File: src/include/prefetch_macros.svh
// --------------------------------------------------
// Prefetcher widths, buffer geometry, reserved tags
// --------------------------------------------------
`ifndef PREFETCH_MACROS_SVH
`define PREFETCH_MACROS_SVH

// Bus field widths
`define PF_ADDR_W 32
`define PF_TID_W 4
`define PF_LEN_W 8
`define PF_DATA_W 64

// One block is one data beat
`define PF_BLOCK_BYTES 8

// Entries in the block buffer, power of two
`define PF_DEPTH 4

// Tags owned by the prefetcher on the memory side
`define PF_DEMAND_TID 4'hE
`define PF_FETCH_TID 4'hF

`endif

File: src/rtl/axi_chan_pkg.sv
// --------------------------------------------------
// AXI channel field types and payload structs
// --------------------------------------------------
`default_nettype none

`include "prefetch_macros.svh"

package axi_chan_pkg;

    typedef logic [`PF_ADDR_W-1:0] addr_t;
    typedef logic [`PF_TID_W-1:0]  tid_t;
    typedef logic [`PF_LEN_W-1:0]  len_t;
    typedef logic [`PF_DATA_W-1:0] data_t;

    // Read address channel
    typedef struct packed {
        addr_t addr;
        len_t  len;
        tid_t  id;
    } ar_chan_t;

    // Read data channel
    typedef struct packed {
        data_t data;
        tid_t  id;
        logic  last;
    } r_chan_t;

    // Write address channel, only what the gate needs
    typedef struct packed {
        addr_t addr;
        tid_t  id;
    } aw_chan_t;

endpackage

`default_nettype wire

File: src/rtl/prefetch_pkg.sv
// --------------------------------------------------
// Prefetcher internal types: FSM state, lookup ports
// --------------------------------------------------
`default_nettype none

`include "prefetch_macros.svh"

package prefetch_pkg;

    import axi_chan_pkg::*;

    typedef logic [$clog2(`PF_DEPTH)-1:0] slot_t;
    typedef logic [$clog2(`PF_DEPTH):0]   cnt_t;   // Counts 0..PF_DEPTH

    typedef enum logic [2:0] {
        st_idle,
        st_lookup,
        st_demand_ar,
        st_demand_r,
        st_reply,
        st_fetch_ar
    } ctrl_state_t;

    // valid doubles as the consume strobe on a hit
    typedef struct packed {
        logic  valid;
        addr_t addr;
    } lookup_req_t;

    typedef struct packed {
        logic  hit;
        logic  pending;   // Allocated, data not back yet
        data_t data;
    } lookup_rsp_t;

endpackage

`default_nettype wire

File: src/rtl/axi_path_steer.sv
// --------------------------------------------------
// Window check, AR/R path steering, AW gate, flush
// --------------------------------------------------
`timescale 1ns/1ps
`default_nettype none

`include "prefetch_macros.svh"

module axi_path_steer
    import axi_chan_pkg::*;
(
    input  logic     clk,
    input  logic     arst_n,
    input  addr_t    bar,
    input  addr_t    limit,
    input  logic     s_ar_valid,
    output logic     s_ar_ready,
    input  ar_chan_t s_ar,
    output logic     m_ar_valid,
    input  logic     m_ar_ready,
    output ar_chan_t m_ar,
    output logic     s_r_valid,
    input  logic     s_r_ready,
    output r_chan_t  s_r,
    input  logic     m_r_valid,
    output logic     m_r_ready,
    input  r_chan_t  m_r,
    input  logic     s_aw_valid,
    output logic     s_aw_ready,
    input  aw_chan_t s_aw,
    output logic     m_aw_valid,
    input  logic     m_aw_ready,
    output aw_chan_t m_aw,
    output logic     pf_s_ar_valid,
    input  logic     pf_s_ar_ready,
    output ar_chan_t pf_s_ar,
    input  logic     pf_m_ar_valid,
    output logic     pf_m_ar_ready,
    input  ar_chan_t pf_m_ar,
    output logic     pf_m_r_valid,
    input  logic     pf_m_r_ready,
    output r_chan_t  pf_m_r,
    input  logic     pf_s_r_valid,
    output logic     pf_s_r_ready,
    input  r_chan_t  pf_s_r,
    input  logic     outstanding,
    output logic     flush
);

    logic ar_in_win, aw_in_win, r_to_pf, aw_hold, aw_blocked;

    // Single-beat reads inside [bar, limit] belong to the prefetcher
    assign ar_in_win = (s_ar.addr >= bar) && (s_ar.addr <= limit) && (s_ar.len == '0);
    assign aw_in_win = (s_aw.addr >= bar) && (s_aw.addr <= limit);
    assign r_to_pf   = (m_r.id == `PF_DEMAND_TID) || (m_r.id == `PF_FETCH_TID);

    // AR: controller requests get the memory port first
    assign pf_s_ar_valid = s_ar_valid && ar_in_win;
    assign pf_s_ar       = s_ar;
    assign pf_m_ar_ready = m_ar_ready;
    assign m_ar_valid    = pf_m_ar_valid || (s_ar_valid && !ar_in_win);
    assign m_ar          = pf_m_ar_valid ? pf_m_ar : s_ar;
    assign s_ar_ready    = ar_in_win ? pf_s_ar_ready : (m_ar_ready && !pf_m_ar_valid);

    // R: reserved tags to the controller, controller reply wins toward master
    assign pf_m_r_valid = m_r_valid && r_to_pf;
    assign pf_m_r       = m_r;
    assign pf_s_r_ready = s_r_ready;
    assign s_r_valid    = pf_s_r_valid || (m_r_valid && !r_to_pf);
    assign s_r          = pf_s_r_valid ? pf_s_r : m_r;
    assign m_r_ready    = r_to_pf ? pf_m_r_ready : (s_r_ready && !pf_s_r_valid);

    // AW waits in the window until all fills have drained
    assign aw_hold    = s_aw_valid && aw_in_win && outstanding;
    assign m_aw_valid = s_aw_valid && !aw_hold;
    assign m_aw       = s_aw;
    assign s_aw_ready = m_aw_ready && !aw_hold;
    assign flush      = s_aw_valid && aw_in_win && !aw_blocked;   // Once per AW

    always_ff @(posedge clk or negedge arst_n) begin
        if (!arst_n)
            aw_blocked <= 1'b0;
        else if (s_aw_valid && s_aw_ready)
            aw_blocked <= 1'b0;
        else if (s_aw_valid && aw_in_win)
            aw_blocked <= 1'b1;
    end

    // Reserved memory tags never reach the master from either path
    a_r_no_reserved: assert property (@(posedge clk) disable iff (!arst_n)
        s_r_valid |-> (s_r.id != `PF_DEMAND_TID) && (s_r.id != `PF_FETCH_TID));

endmodule

`default_nettype wire

File: src/rtl/prefetch_buffer.sv
// --------------------------------------------------
// Fully associative prefetch block buffer with
// in-order fill queue and flush
// --------------------------------------------------
`timescale 1ns/1ps
`default_nettype none

`include "prefetch_macros.svh"

module prefetch_buffer
    import axi_chan_pkg::*, prefetch_pkg::*;
(
    input  logic        clk,
    input  logic        arst_n,
    input  logic        flush,
    input  lookup_req_t lookup_req,
    output lookup_rsp_t lookup_rsp,
    input  logic        alloc_valid,
    input  addr_t       alloc_addr,
    output logic        alloc_ok,
    input  logic        fill_valid,
    input  r_chan_t     fill,
    output logic        outstanding
);

    addr_t               ent_addr [`PF_DEPTH];
    data_t               ent_data [`PF_DEPTH];
    logic [`PF_DEPTH-1:0] ent_valid;
    logic [`PF_DEPTH-1:0] ent_pend;

    slot_t fill_q [`PF_DEPTH];   // Slots waiting for data, oldest at rd_ptr
    slot_t rd_ptr, wr_ptr;
    cnt_t  q_cnt;
    cnt_t  orphan_cnt;           // Reads whose entry was flushed
    slot_t free_slot, hit_slot, head_slot;
    logic  any_free;
    logic  fill_pop;

    assign head_slot   = fill_q[rd_ptr];
    assign fill_pop    = fill_valid && (orphan_cnt == '0);
    assign alloc_ok    = any_free && (orphan_cnt == '0);
    assign outstanding = (|ent_pend) || (orphan_cnt != '0);

    // Lowest free entry wins
    always_comb begin
        free_slot = '0;
        any_free  = 1'b0;
        for (int i = `PF_DEPTH - 1; i >= 0; i--) begin
            if (!ent_valid[i] && !ent_pend[i]) begin
                free_slot = slot_t'(i);
                any_free  = 1'b1;
            end
        end
    end

    always_comb begin
        lookup_rsp = '0;
        hit_slot   = '0;
        for (int i = 0; i < `PF_DEPTH; i++) begin
            if (ent_valid[i] && (ent_addr[i] == lookup_req.addr)) begin
                lookup_rsp.hit  = 1'b1;
                lookup_rsp.data = ent_data[i];
                hit_slot        = slot_t'(i);
            end
            if (ent_pend[i] && (ent_addr[i] == lookup_req.addr))
                lookup_rsp.pending = 1'b1;
        end
    end

    always_ff @(posedge clk or negedge arst_n) begin
        if (!arst_n) begin
            ent_valid  <= '0;
            ent_pend   <= '0;
            rd_ptr     <= '0;
            wr_ptr     <= '0;
            q_cnt      <= '0;
            orphan_cnt <= '0;
        end else if (flush) begin
            ent_valid  <= '0;
            ent_pend   <= '0;
            rd_ptr     <= '0;
            wr_ptr     <= '0;
            q_cnt      <= '0;
            // Everything still in flight now returns to nobody
            orphan_cnt <= orphan_cnt + q_cnt - cnt_t'(fill_valid);
        end else begin
            if (lookup_req.valid && lookup_rsp.hit)
                ent_valid[hit_slot] <= 1'b0;   // Consumed by the reply
            if (alloc_valid) begin
                ent_pend[free_slot] <= 1'b1;
                wr_ptr <= wr_ptr + 1'b1;
            end
            if (fill_valid && !fill_pop)
                orphan_cnt <= orphan_cnt - 1'b1;
            if (fill_pop) begin
                ent_pend[head_slot]  <= 1'b0;
                ent_valid[head_slot] <= 1'b1;
                rd_ptr <= rd_ptr + 1'b1;
            end
            q_cnt <= q_cnt + cnt_t'(alloc_valid) - cnt_t'(fill_pop);
        end
    end

    always_ff @(posedge clk) begin
        if (alloc_valid) begin
            ent_addr[free_slot] <= alloc_addr;
            fill_q[wr_ptr]      <= free_slot;
        end
        if (fill_pop)
            ent_data[head_slot] <= fill.data;
    end

    a_alloc_ok: assert property (@(posedge clk) disable iff (!arst_n)
        alloc_valid |-> alloc_ok && !flush);

    // A fill beat must match a read the buffer still counts
    a_fill_owned: assert property (@(posedge clk) disable iff (!arst_n)
        fill_valid |-> (q_cnt != '0) || (orphan_cnt != '0));

endmodule

`default_nettype wire

File: src/rtl/prefetch_ctrl.sv
// --------------------------------------------------
// Prefetch controller: window read FSM, demand and
// next-block fetch issue, reply to the master
// --------------------------------------------------
`timescale 1ns/1ps
`default_nettype none

`include "prefetch_macros.svh"

module prefetch_ctrl
    import axi_chan_pkg::*, prefetch_pkg::*;
(
    input  logic        clk,
    input  logic        arst_n,
    input  logic        flush,
    input  logic        pf_s_ar_valid,
    output logic        pf_s_ar_ready,
    input  ar_chan_t    pf_s_ar,
    output logic        pf_m_ar_valid,
    input  logic        pf_m_ar_ready,
    output ar_chan_t    pf_m_ar,
    input  logic        pf_m_r_valid,
    output logic        pf_m_r_ready,
    input  r_chan_t     pf_m_r,
    output logic        pf_s_r_valid,
    input  logic        pf_s_r_ready,
    output r_chan_t     pf_s_r,
    output lookup_req_t lookup_req,
    input  lookup_rsp_t lookup_rsp,
    output logic        alloc_valid,
    output addr_t       alloc_addr,
    input  logic        alloc_ok
);

    ctrl_state_t state, state_nxt;
    ar_chan_t    req_q;        // Accepted window read
    data_t       reply_data;
    addr_t       next_addr;
    logic        demand_beat;
    logic        fetch_miss;

    assign next_addr   = req_q.addr + addr_t'(`PF_BLOCK_BYTES);
    assign demand_beat = (state == st_demand_r) && pf_m_r_valid
                         && (pf_m_r.id == `PF_DEMAND_TID);
    assign fetch_miss  = !lookup_rsp.hit && !lookup_rsp.pending;

    // Slave side
    assign pf_s_ar_ready = (state == st_idle);
    assign pf_s_r_valid  = (state == st_reply);
    assign pf_s_r.data   = reply_data;
    assign pf_s_r.id     = req_q.id;
    assign pf_s_r.last   = 1'b1;

    // Only the demand lookup consumes; the reply state probes the next block
    assign lookup_req.valid = (state == st_lookup);
    assign lookup_req.addr  = (state == st_lookup) ? req_q.addr : next_addr;

    // Memory side
    assign pf_m_ar_valid = (state == st_demand_ar) || (state == st_fetch_ar);
    assign pf_m_ar.addr  = (state == st_fetch_ar) ? next_addr : req_q.addr;
    assign pf_m_ar.len   = '0;
    assign pf_m_ar.id    = (state == st_fetch_ar) ? `PF_FETCH_TID : `PF_DEMAND_TID;

    // Fill beats are always taken so the buffer never stalls memory
    assign pf_m_r_ready = (pf_m_r.id == `PF_FETCH_TID)
                          || ((pf_m_r.id == `PF_DEMAND_TID) && (state == st_demand_r));

    // Reserve the entry when the fetch is committed, before the read goes out
    assign alloc_valid = (state == st_reply) && pf_s_r_ready && fetch_miss
                         && alloc_ok && !flush;
    assign alloc_addr  = next_addr;

    always_comb begin
        state_nxt = state;
        case (state)
            st_idle:      if (pf_s_ar_valid) state_nxt = st_lookup;
            st_lookup: begin
                if (lookup_rsp.hit)
                    state_nxt = st_reply;
                else if (!lookup_rsp.pending)
                    state_nxt = st_demand_ar;   // Pending entry: wait here for fill
            end
            st_demand_ar: if (pf_m_ar_ready) state_nxt = st_demand_r;
            st_demand_r:  if (demand_beat) state_nxt = st_reply;
            st_reply: begin
                if (pf_s_r_ready)
                    state_nxt = alloc_valid ? st_fetch_ar : st_idle;
            end
            st_fetch_ar:  if (pf_m_ar_ready) state_nxt = st_idle;
            default:      state_nxt = st_idle;
        endcase
    end

    always_ff @(posedge clk or negedge arst_n) begin
        if (!arst_n)
            state <= st_idle;
        else
            state <= state_nxt;
    end

    always_ff @(posedge clk) begin
        if (pf_s_ar_valid && pf_s_ar_ready)
            req_q <= pf_s_ar;
        if ((state == st_lookup) && lookup_rsp.hit)
            reply_data <= lookup_rsp.data;
        else if (demand_beat)
            reply_data <= pf_m_r.data;
    end

    // Memory request must hold until taken
    a_m_ar_stable: assert property (@(posedge clk) disable iff (!arst_n)
        pf_m_ar_valid && !pf_m_ar_ready |=> pf_m_ar_valid && $stable(pf_m_ar));

    a_state_legal: assert property (@(posedge clk) disable iff (!arst_n)
        state inside {st_idle, st_lookup, st_demand_ar, st_demand_r, st_reply, st_fetch_ar});

endmodule

`default_nettype wire

File: src/rtl/prefetcher_top.sv
// --------------------------------------------------
// Prefetcher top: controller, buffer, path steering
// --------------------------------------------------
`timescale 1ns/1ps
`default_nettype none

`include "prefetch_macros.svh"

module prefetcher_top
    import axi_chan_pkg::*, prefetch_pkg::*;
(
    input  logic     clk,
    input  logic     arst_n,
    input  addr_t    bar,
    input  addr_t    limit,
    input  logic     s_ar_valid,
    output logic     s_ar_ready,
    input  ar_chan_t s_ar,
    output logic     s_r_valid,
    input  logic     s_r_ready,
    output r_chan_t  s_r,
    input  logic     s_aw_valid,
    output logic     s_aw_ready,
    input  aw_chan_t s_aw,
    output logic     m_ar_valid,
    input  logic     m_ar_ready,
    output ar_chan_t m_ar,
    input  logic     m_r_valid,
    output logic     m_r_ready,
    input  r_chan_t  m_r,
    output logic     m_aw_valid,
    input  logic     m_aw_ready,
    output aw_chan_t m_aw
);

    logic        flush, outstanding;
    logic        pf_s_ar_valid, pf_s_ar_ready, pf_m_ar_valid, pf_m_ar_ready;
    logic        pf_m_r_valid, pf_m_r_ready, pf_s_r_valid, pf_s_r_ready;
    ar_chan_t    pf_s_ar, pf_m_ar;
    r_chan_t     pf_m_r, pf_s_r;
    lookup_req_t lookup_req;
    lookup_rsp_t lookup_rsp;
    logic        alloc_valid, alloc_ok, fill_valid;
    addr_t       alloc_addr;

    // Fetch-tagged beats fill the buffer as the controller takes them
    assign fill_valid = pf_m_r_valid && pf_m_r_ready && (pf_m_r.id == `PF_FETCH_TID);

    axi_path_steer axi_path_steer_i (.*);

    prefetch_ctrl prefetch_ctrl_i (.*);

    prefetch_buffer prefetch_buffer_i (
        .clk         (clk),
        .arst_n      (arst_n),
        .flush       (flush),
        .lookup_req  (lookup_req),
        .lookup_rsp  (lookup_rsp),
        .alloc_valid (alloc_valid),
        .alloc_addr  (alloc_addr),
        .alloc_ok    (alloc_ok),
        .fill_valid  (fill_valid),
        .fill        (pf_m_r),
        .outstanding (outstanding)
    );

endmodule

`default_nettype wire

File: config.mk
export PLATFORM = sky130hd
export DESIGN_NAME = prefetcher_top
export DESIGN_NICKNAME = d
export VERILOG_FILES = /design/src/rtl/axi_chan_pkg.sv /design/src/rtl/prefetch_pkg.sv /design/src/rtl/axi_path_steer.sv /design/src/rtl/prefetch_buffer.sv /design/src/rtl/prefetch_ctrl.sv /design/src/rtl/prefetcher_top.sv
export VERILOG_INCLUDE_DIRS = /design/src /design/src/include
export SDC_FILE = /design/constraint.sdc
export NUM_CORES = 1
export LEC_CHECK = 0
export BUFFER_PORTS_ARGS = -buffer_cell sky130_fd_sc_hd__buf_4
export CORE_ASPECT_RATIO = 0.9
export CORE_MARGIN = 2
export CORE_UTILIZATION = 60
export DETAILED_ROUTE_END_ITERATION = 10
export GPL_TIMING_DRIVEN = 0
export PLACE_DENSITY = 0.85
export REMOVE_ABC_BUFFERS = 1
export SLEW_MARGIN = 20
export SYNTH_ARGS = -nofsm -noshare
export SYNTH_HDL_FRONTEND = slang
export SYNTH_SLANG_ARGS = --single-unit
File: constraint.sdc
create_clock -name clk -period 23.7 [get_ports clk]
set_clock_uncertainty 0.05 [all_clocks]
set_input_delay 0 -clock clk [delete_from_list [all_inputs] [get_ports clk]]
set_output_delay 0 -clock clk [all_outputs]
set_load 0.02 [all_outputs]
==> metrics list <==
- Initial Util: a little over 60%
- Cts bufs inserted: 52
- Fraction of the core area covered by cells at the end of the flow: 74.9%
* Count of cells resized by post-cts repair: 0
* Number of filler cells placed in the layout: just under 3000
- Area share of the largest cell type after synthesis: roughly half
* DRT Wirelength: 96900 um
- Pin placement for this block handled 376 I/O pins.
- Most common library cells after synthesis: sky130_fd_sc_hd__edfxtp_1 (492), sky130_fd_sc_hd__nand2_1 (253), sky130_fd_sc_hd__inv_1 (172), sky130_fd_sc_hd__o21ai_0 (147), sky130_fd_sc_hd__ha_1 (140)
* Max-slew headroom: 18.3%
* Maximum number of pins on one net before global-route repair: 50
* Via density per instance: 6.58
- Die Height: 211 um
- Tracing the worst setup path back leads to its startpoint at prefetch_ctrl_i.req_q[30].
* Netlist area before placement: 0.0286 mm^2
* Min Tclk post-route: 7.99 ns
* Number of synthesized flops with an enable pin: 492
* Worst Hold Margin: -0.0121 ns
* Peak supply drop: 0.0590 mV
* RSZ-0062 raised after global routing: no
- H-tree levels: 2
* Worst reg2reg path startpoint: prefetch_ctrl_i.req_q[30]
- Mean area per synthesized cell: about 11 um^2
* Class of the most critical setup path: reg2reg
- Worst-path clk slew: 0.07 ns
- Global routing usage summed across all routing layers: 39.1%
* Share of synthesized flip-flops with an asynchronous set or reset: 4.28%
- In this run, placement finished with an instance count of 3442.
- For this design, the CTS-stage hold fixing added 114 buffers.
- Number of flip-flops and latches in the synthesized netlist: 514
* Count of final setup violators: 0
- Post-synthesis instance total: 2526
- The count of buffers added on input and output ports is between 300 and 400.
- Number of global-route vias before repair: 23800
- Slew at the pin with the worst max-slew slack: 1.21 ns
- Max-cap violations in this run came to 0.
- The tightest min-delay check is of the in2async type.
- Worst endpoint data arrival time: 8.38 ns
* Clock tree from TritonCTS: built
- Summing over every cut layer, the via total after detailed routing is 24000.
- After detailed routing, the number of remaining DRC violations is 0.
- Number of clock sinks: 514
- Number of antenna violations at the first check in global routing: 1
- Cell with the most instances after synthesis: sky130_fd_sc_hd__edfxtp_1
- Floorplan die width: roughly 230 um
* Failing checks: negative hold slack
- Final HPWL DP: 68300 um
- In this run, distinct cell masters in the synthesized netlist total 92.
* Insertion delay of the later-clocked pin in the worst-skew pair: 0.61 ns
* Period utilization: 33.7%
- Outcome: finished, violations left
- In the final routed layout, each cell accounts on average for ~27 um.
* Hold Violations, Final: 6
* Area leader, netlist: sky130_fd_sc_hd__edfxtp_1
- Nets@finish: ~3400
- In this run, the number of DRC markers left after iteration 0 of detailed routing was 3420.
- Power spread over the standard cell area amounts to 68.2 mW/mm^2.
- STA classifies the critical path endpoint as a flip-flop.
* Core area: ~0.047 mm^2
- The number of slew-limit violations in the final report is 0.
- Overall power consumption: 2.39 mW
* FP Rows: 75
* Number of non-filler instances in the completed layout: 3652
- Multi-input combinational cell area: 0.0118 mm^2
- The worst setup path is launched from a flip-flop.
* Required time worst endpoint: between 20 and 25 ns
- Global-route wire length before repair: 144000 um
- Fraction of layout instances using a drive strength above 1: 20.1%
- Area of the die: 0.0495 mm^2
- The congestion estimate from routability-driven global placement came to 1.04.
- The first TritonRoute pass finished after 8 iterations.
- Among all flip-flop cells after synthesis, the most frequent one is sky130_fd_sc_hd__edfxtp_1.
* Bufs on Longest Clock Path: 3
- Critical path fanouts, max: 36
* Fmax: 125 MHz
- By area the synthesized netlist is led by sky130_fd_sc_hd__edfxtp_1 (52%), sky130_fd_sc_hd__ha_1 (6.1%), sky130_fd_sc_hd__xnor2_1 (3.8%).
- Clock tree synthesis selected as its root buffer the cell sky130_fd_sc_hd__clkbuf_16.
- After global routing the overflow that remains totals 0.
* Sequential area share after synthesis: between 50 and 60%
* Antenna Nets Post-Route: 0
- FF/Latch Area: 0.0153 mm^2
- During synthesis, Yosys emitted a total of 0 warnings.
- After clock tree synthesis, the setup repair step added 0 buffers.
- Syn-to-layout area delta: 22.5%
- LEAKAGE: 13.3 nW
-- stage by stage --
stage	hold WS (ns)	setup WS [ns]	instance area (um^2)	setup TNS (ns)
floorplan	-0.346	10.37	27600	0
global placement	-0.128	-0.542	31200	-33.91
detailed placement	-0.124	16.10	32300	0
CTS	0.0378	15.97	35100	0
global route	0.0337	15.43	35100	0
finish	-0.0121	15.71	35100	0
-- cells in the final DEF, fill, tap and decap left out, types with 75 or more instances in the layout --
master	synthesis	final
sky130_fd_sc_hd__buf_4	45	405
sky130_fd_sc_hd__dlygate4sd3_1	0	113
sky130_fd_sc_hd__edfxtp_1	492	492
sky130_fd_sc_hd__ha_1	140	140
sky130_fd_sc_hd__inv_1	172	172
sky130_fd_sc_hd__mux2i_1	75	75
sky130_fd_sc_hd__nand2_1	253	252
sky130_fd_sc_hd__nand3_1	104	103
sky130_fd_sc_hd__nor2_1	96	95
sky130_fd_sc_hd__o21ai_0	147	147
sky130_fd_sc_hd__xnor2_1	123	123
-- worst max-delay path: stages, from the launching register on --
cell and delay (ns):
sky130_fd_sc_hd__edfxtp_1 0.94, sky130_fd_sc_hd__nand4_1 0.60, sky130_fd_sc_hd__nor4_2 0.79, sky130_fd_sc_hd__a211oi_1 0.16, sky130_fd_sc_hd__or3b_2 0.49, sky130_fd_sc_hd__or4_1 0.52, sky130_fd_sc_hd__nor4_1 1.01, sky130_fd_sc_hd__nand3_4 0.73
sky130_fd_sc_hd__a21boi_4 0.41, sky130_fd_sc_hd__nand3_1 0.24, sky130_fd_sc_hd__or3_1 0.46, sky130_fd_sc_hd__ha_1 0.34, sky130_fd_sc_hd__inv_1 0.07, sky130_fd_sc_hd__ha_1 0.13, sky130_fd_sc_hd__inv_1 0.05, sky130_fd_sc_hd__fa_1 0.37
sky130_fd_sc_hd__xnor2_1 0.19, sky130_fd_sc_hd__xnor2_1 0.15, sky130_fd_sc_hd__nor2_1 0.07
-- cell families (layout without fill, tap and decap cells) --
logic type / after synthesis / after routing / share of synthesized area (%)
AND/OR/NAND/NOR: 739 / 739 / 13.3
flip-flops: 514 / 514 / 53.5
AO/OA/AOI/OAI: 502 / 502 / 12.0
buffers and inverters: 353 / 862 / 5.72
XOR/XNOR: 193 / 193 / 6.20
adder cells (fa/ha/maj): 142 / 142 / 6.26
multiplexers: 83 / 83 / 3.02
other: 0 / 1 / 0
-- sequential cells by signal, indices dropped and copies added (netlist names) --
name	flops
axi_path_steer_i.aw_blocked	1
prefetch_buffer_i.ent_addr	128
prefetch_buffer_i.ent_data	256
prefetch_buffer_i.ent_pend	4
prefetch_buffer_i.ent_valid	4
prefetch_buffer_i.fill_q	8
prefetch_buffer_i.orphan_cnt	3
prefetch_buffer_i.q_cnt	3
prefetch_buffer_i.rd_ptr	2
prefetch_buffer_i.wr_ptr	2
prefetch_ctrl_i.pf_s_r	4
prefetch_ctrl_i.reply_data	64
prefetch_ctrl_i.req_q	32
prefetch_ctrl_i.state	3
-- cell type report --
class	instances	area share (%)
Multi-Input combinational cell	1659	33.6
Inverter	173	1.85
Clock inverter	29	0.660
Tap cell	616	2.20
Timing Repair Buffer	594	14.0
Sequential cell	514	43.7
Antenna cell	1	0.00714
Clock buffer	66	3.92
-- metal layers --
| metal | share of wire (%) | global-route usage [%] | vias to the layer above | wire length (um) |
|---|---|---|---|---|
| li1 | - | - | 10300 | - |
| met1 | 37 | 52.2 | 11600 | 35900 |
| met2 | 47 | 63.3 | 1804 | 45800 |
| met3 | 11 | 7.46 | 320 | 10900 |
| met4 | 4.5 | 15.4 | 0 | 4400 |
| met5 | 0 | 0 | - | 0 |
-- worst paths after layout --
| path | slack (ns) | end | cells after the start |
|---|---|---|---|
| min in group clk | 0.05 | prefetch_buffer_i.ent_valid[0] | 5 |
| setup reg to reg | 15.71 | prefetch_buffer_i.q_cnt[2] | 18 |
| hold reg to reg | 0.45 | prefetch_buffer_i.orphan_cnt[2] | 1 |
| setup / recovery | 15.71 | prefetch_buffer_i.q_cnt[2] | 18 |
| max in group asynchronous | 23.18 | prefetch_buffer_i.ent_valid[0] | 3 |
| hold / removal | -0.01 | prefetch_buffer_i.orphan_cnt[1] | 3 |
-- power by group --
| group | total [mW] | switching (mW) | internal, mW | leakage (nW) |
|---|---|---|---|---|
| Clock | 0.802 | 0.366 | 0.436 | 0.786 |
| Sequential | 1.02 | 0.0206 | 1.00 | 4.72 |
| Combinational | 0.567 | 0.346 | 0.221 | 7.76 |
Power figures use the tool's default switching activity.
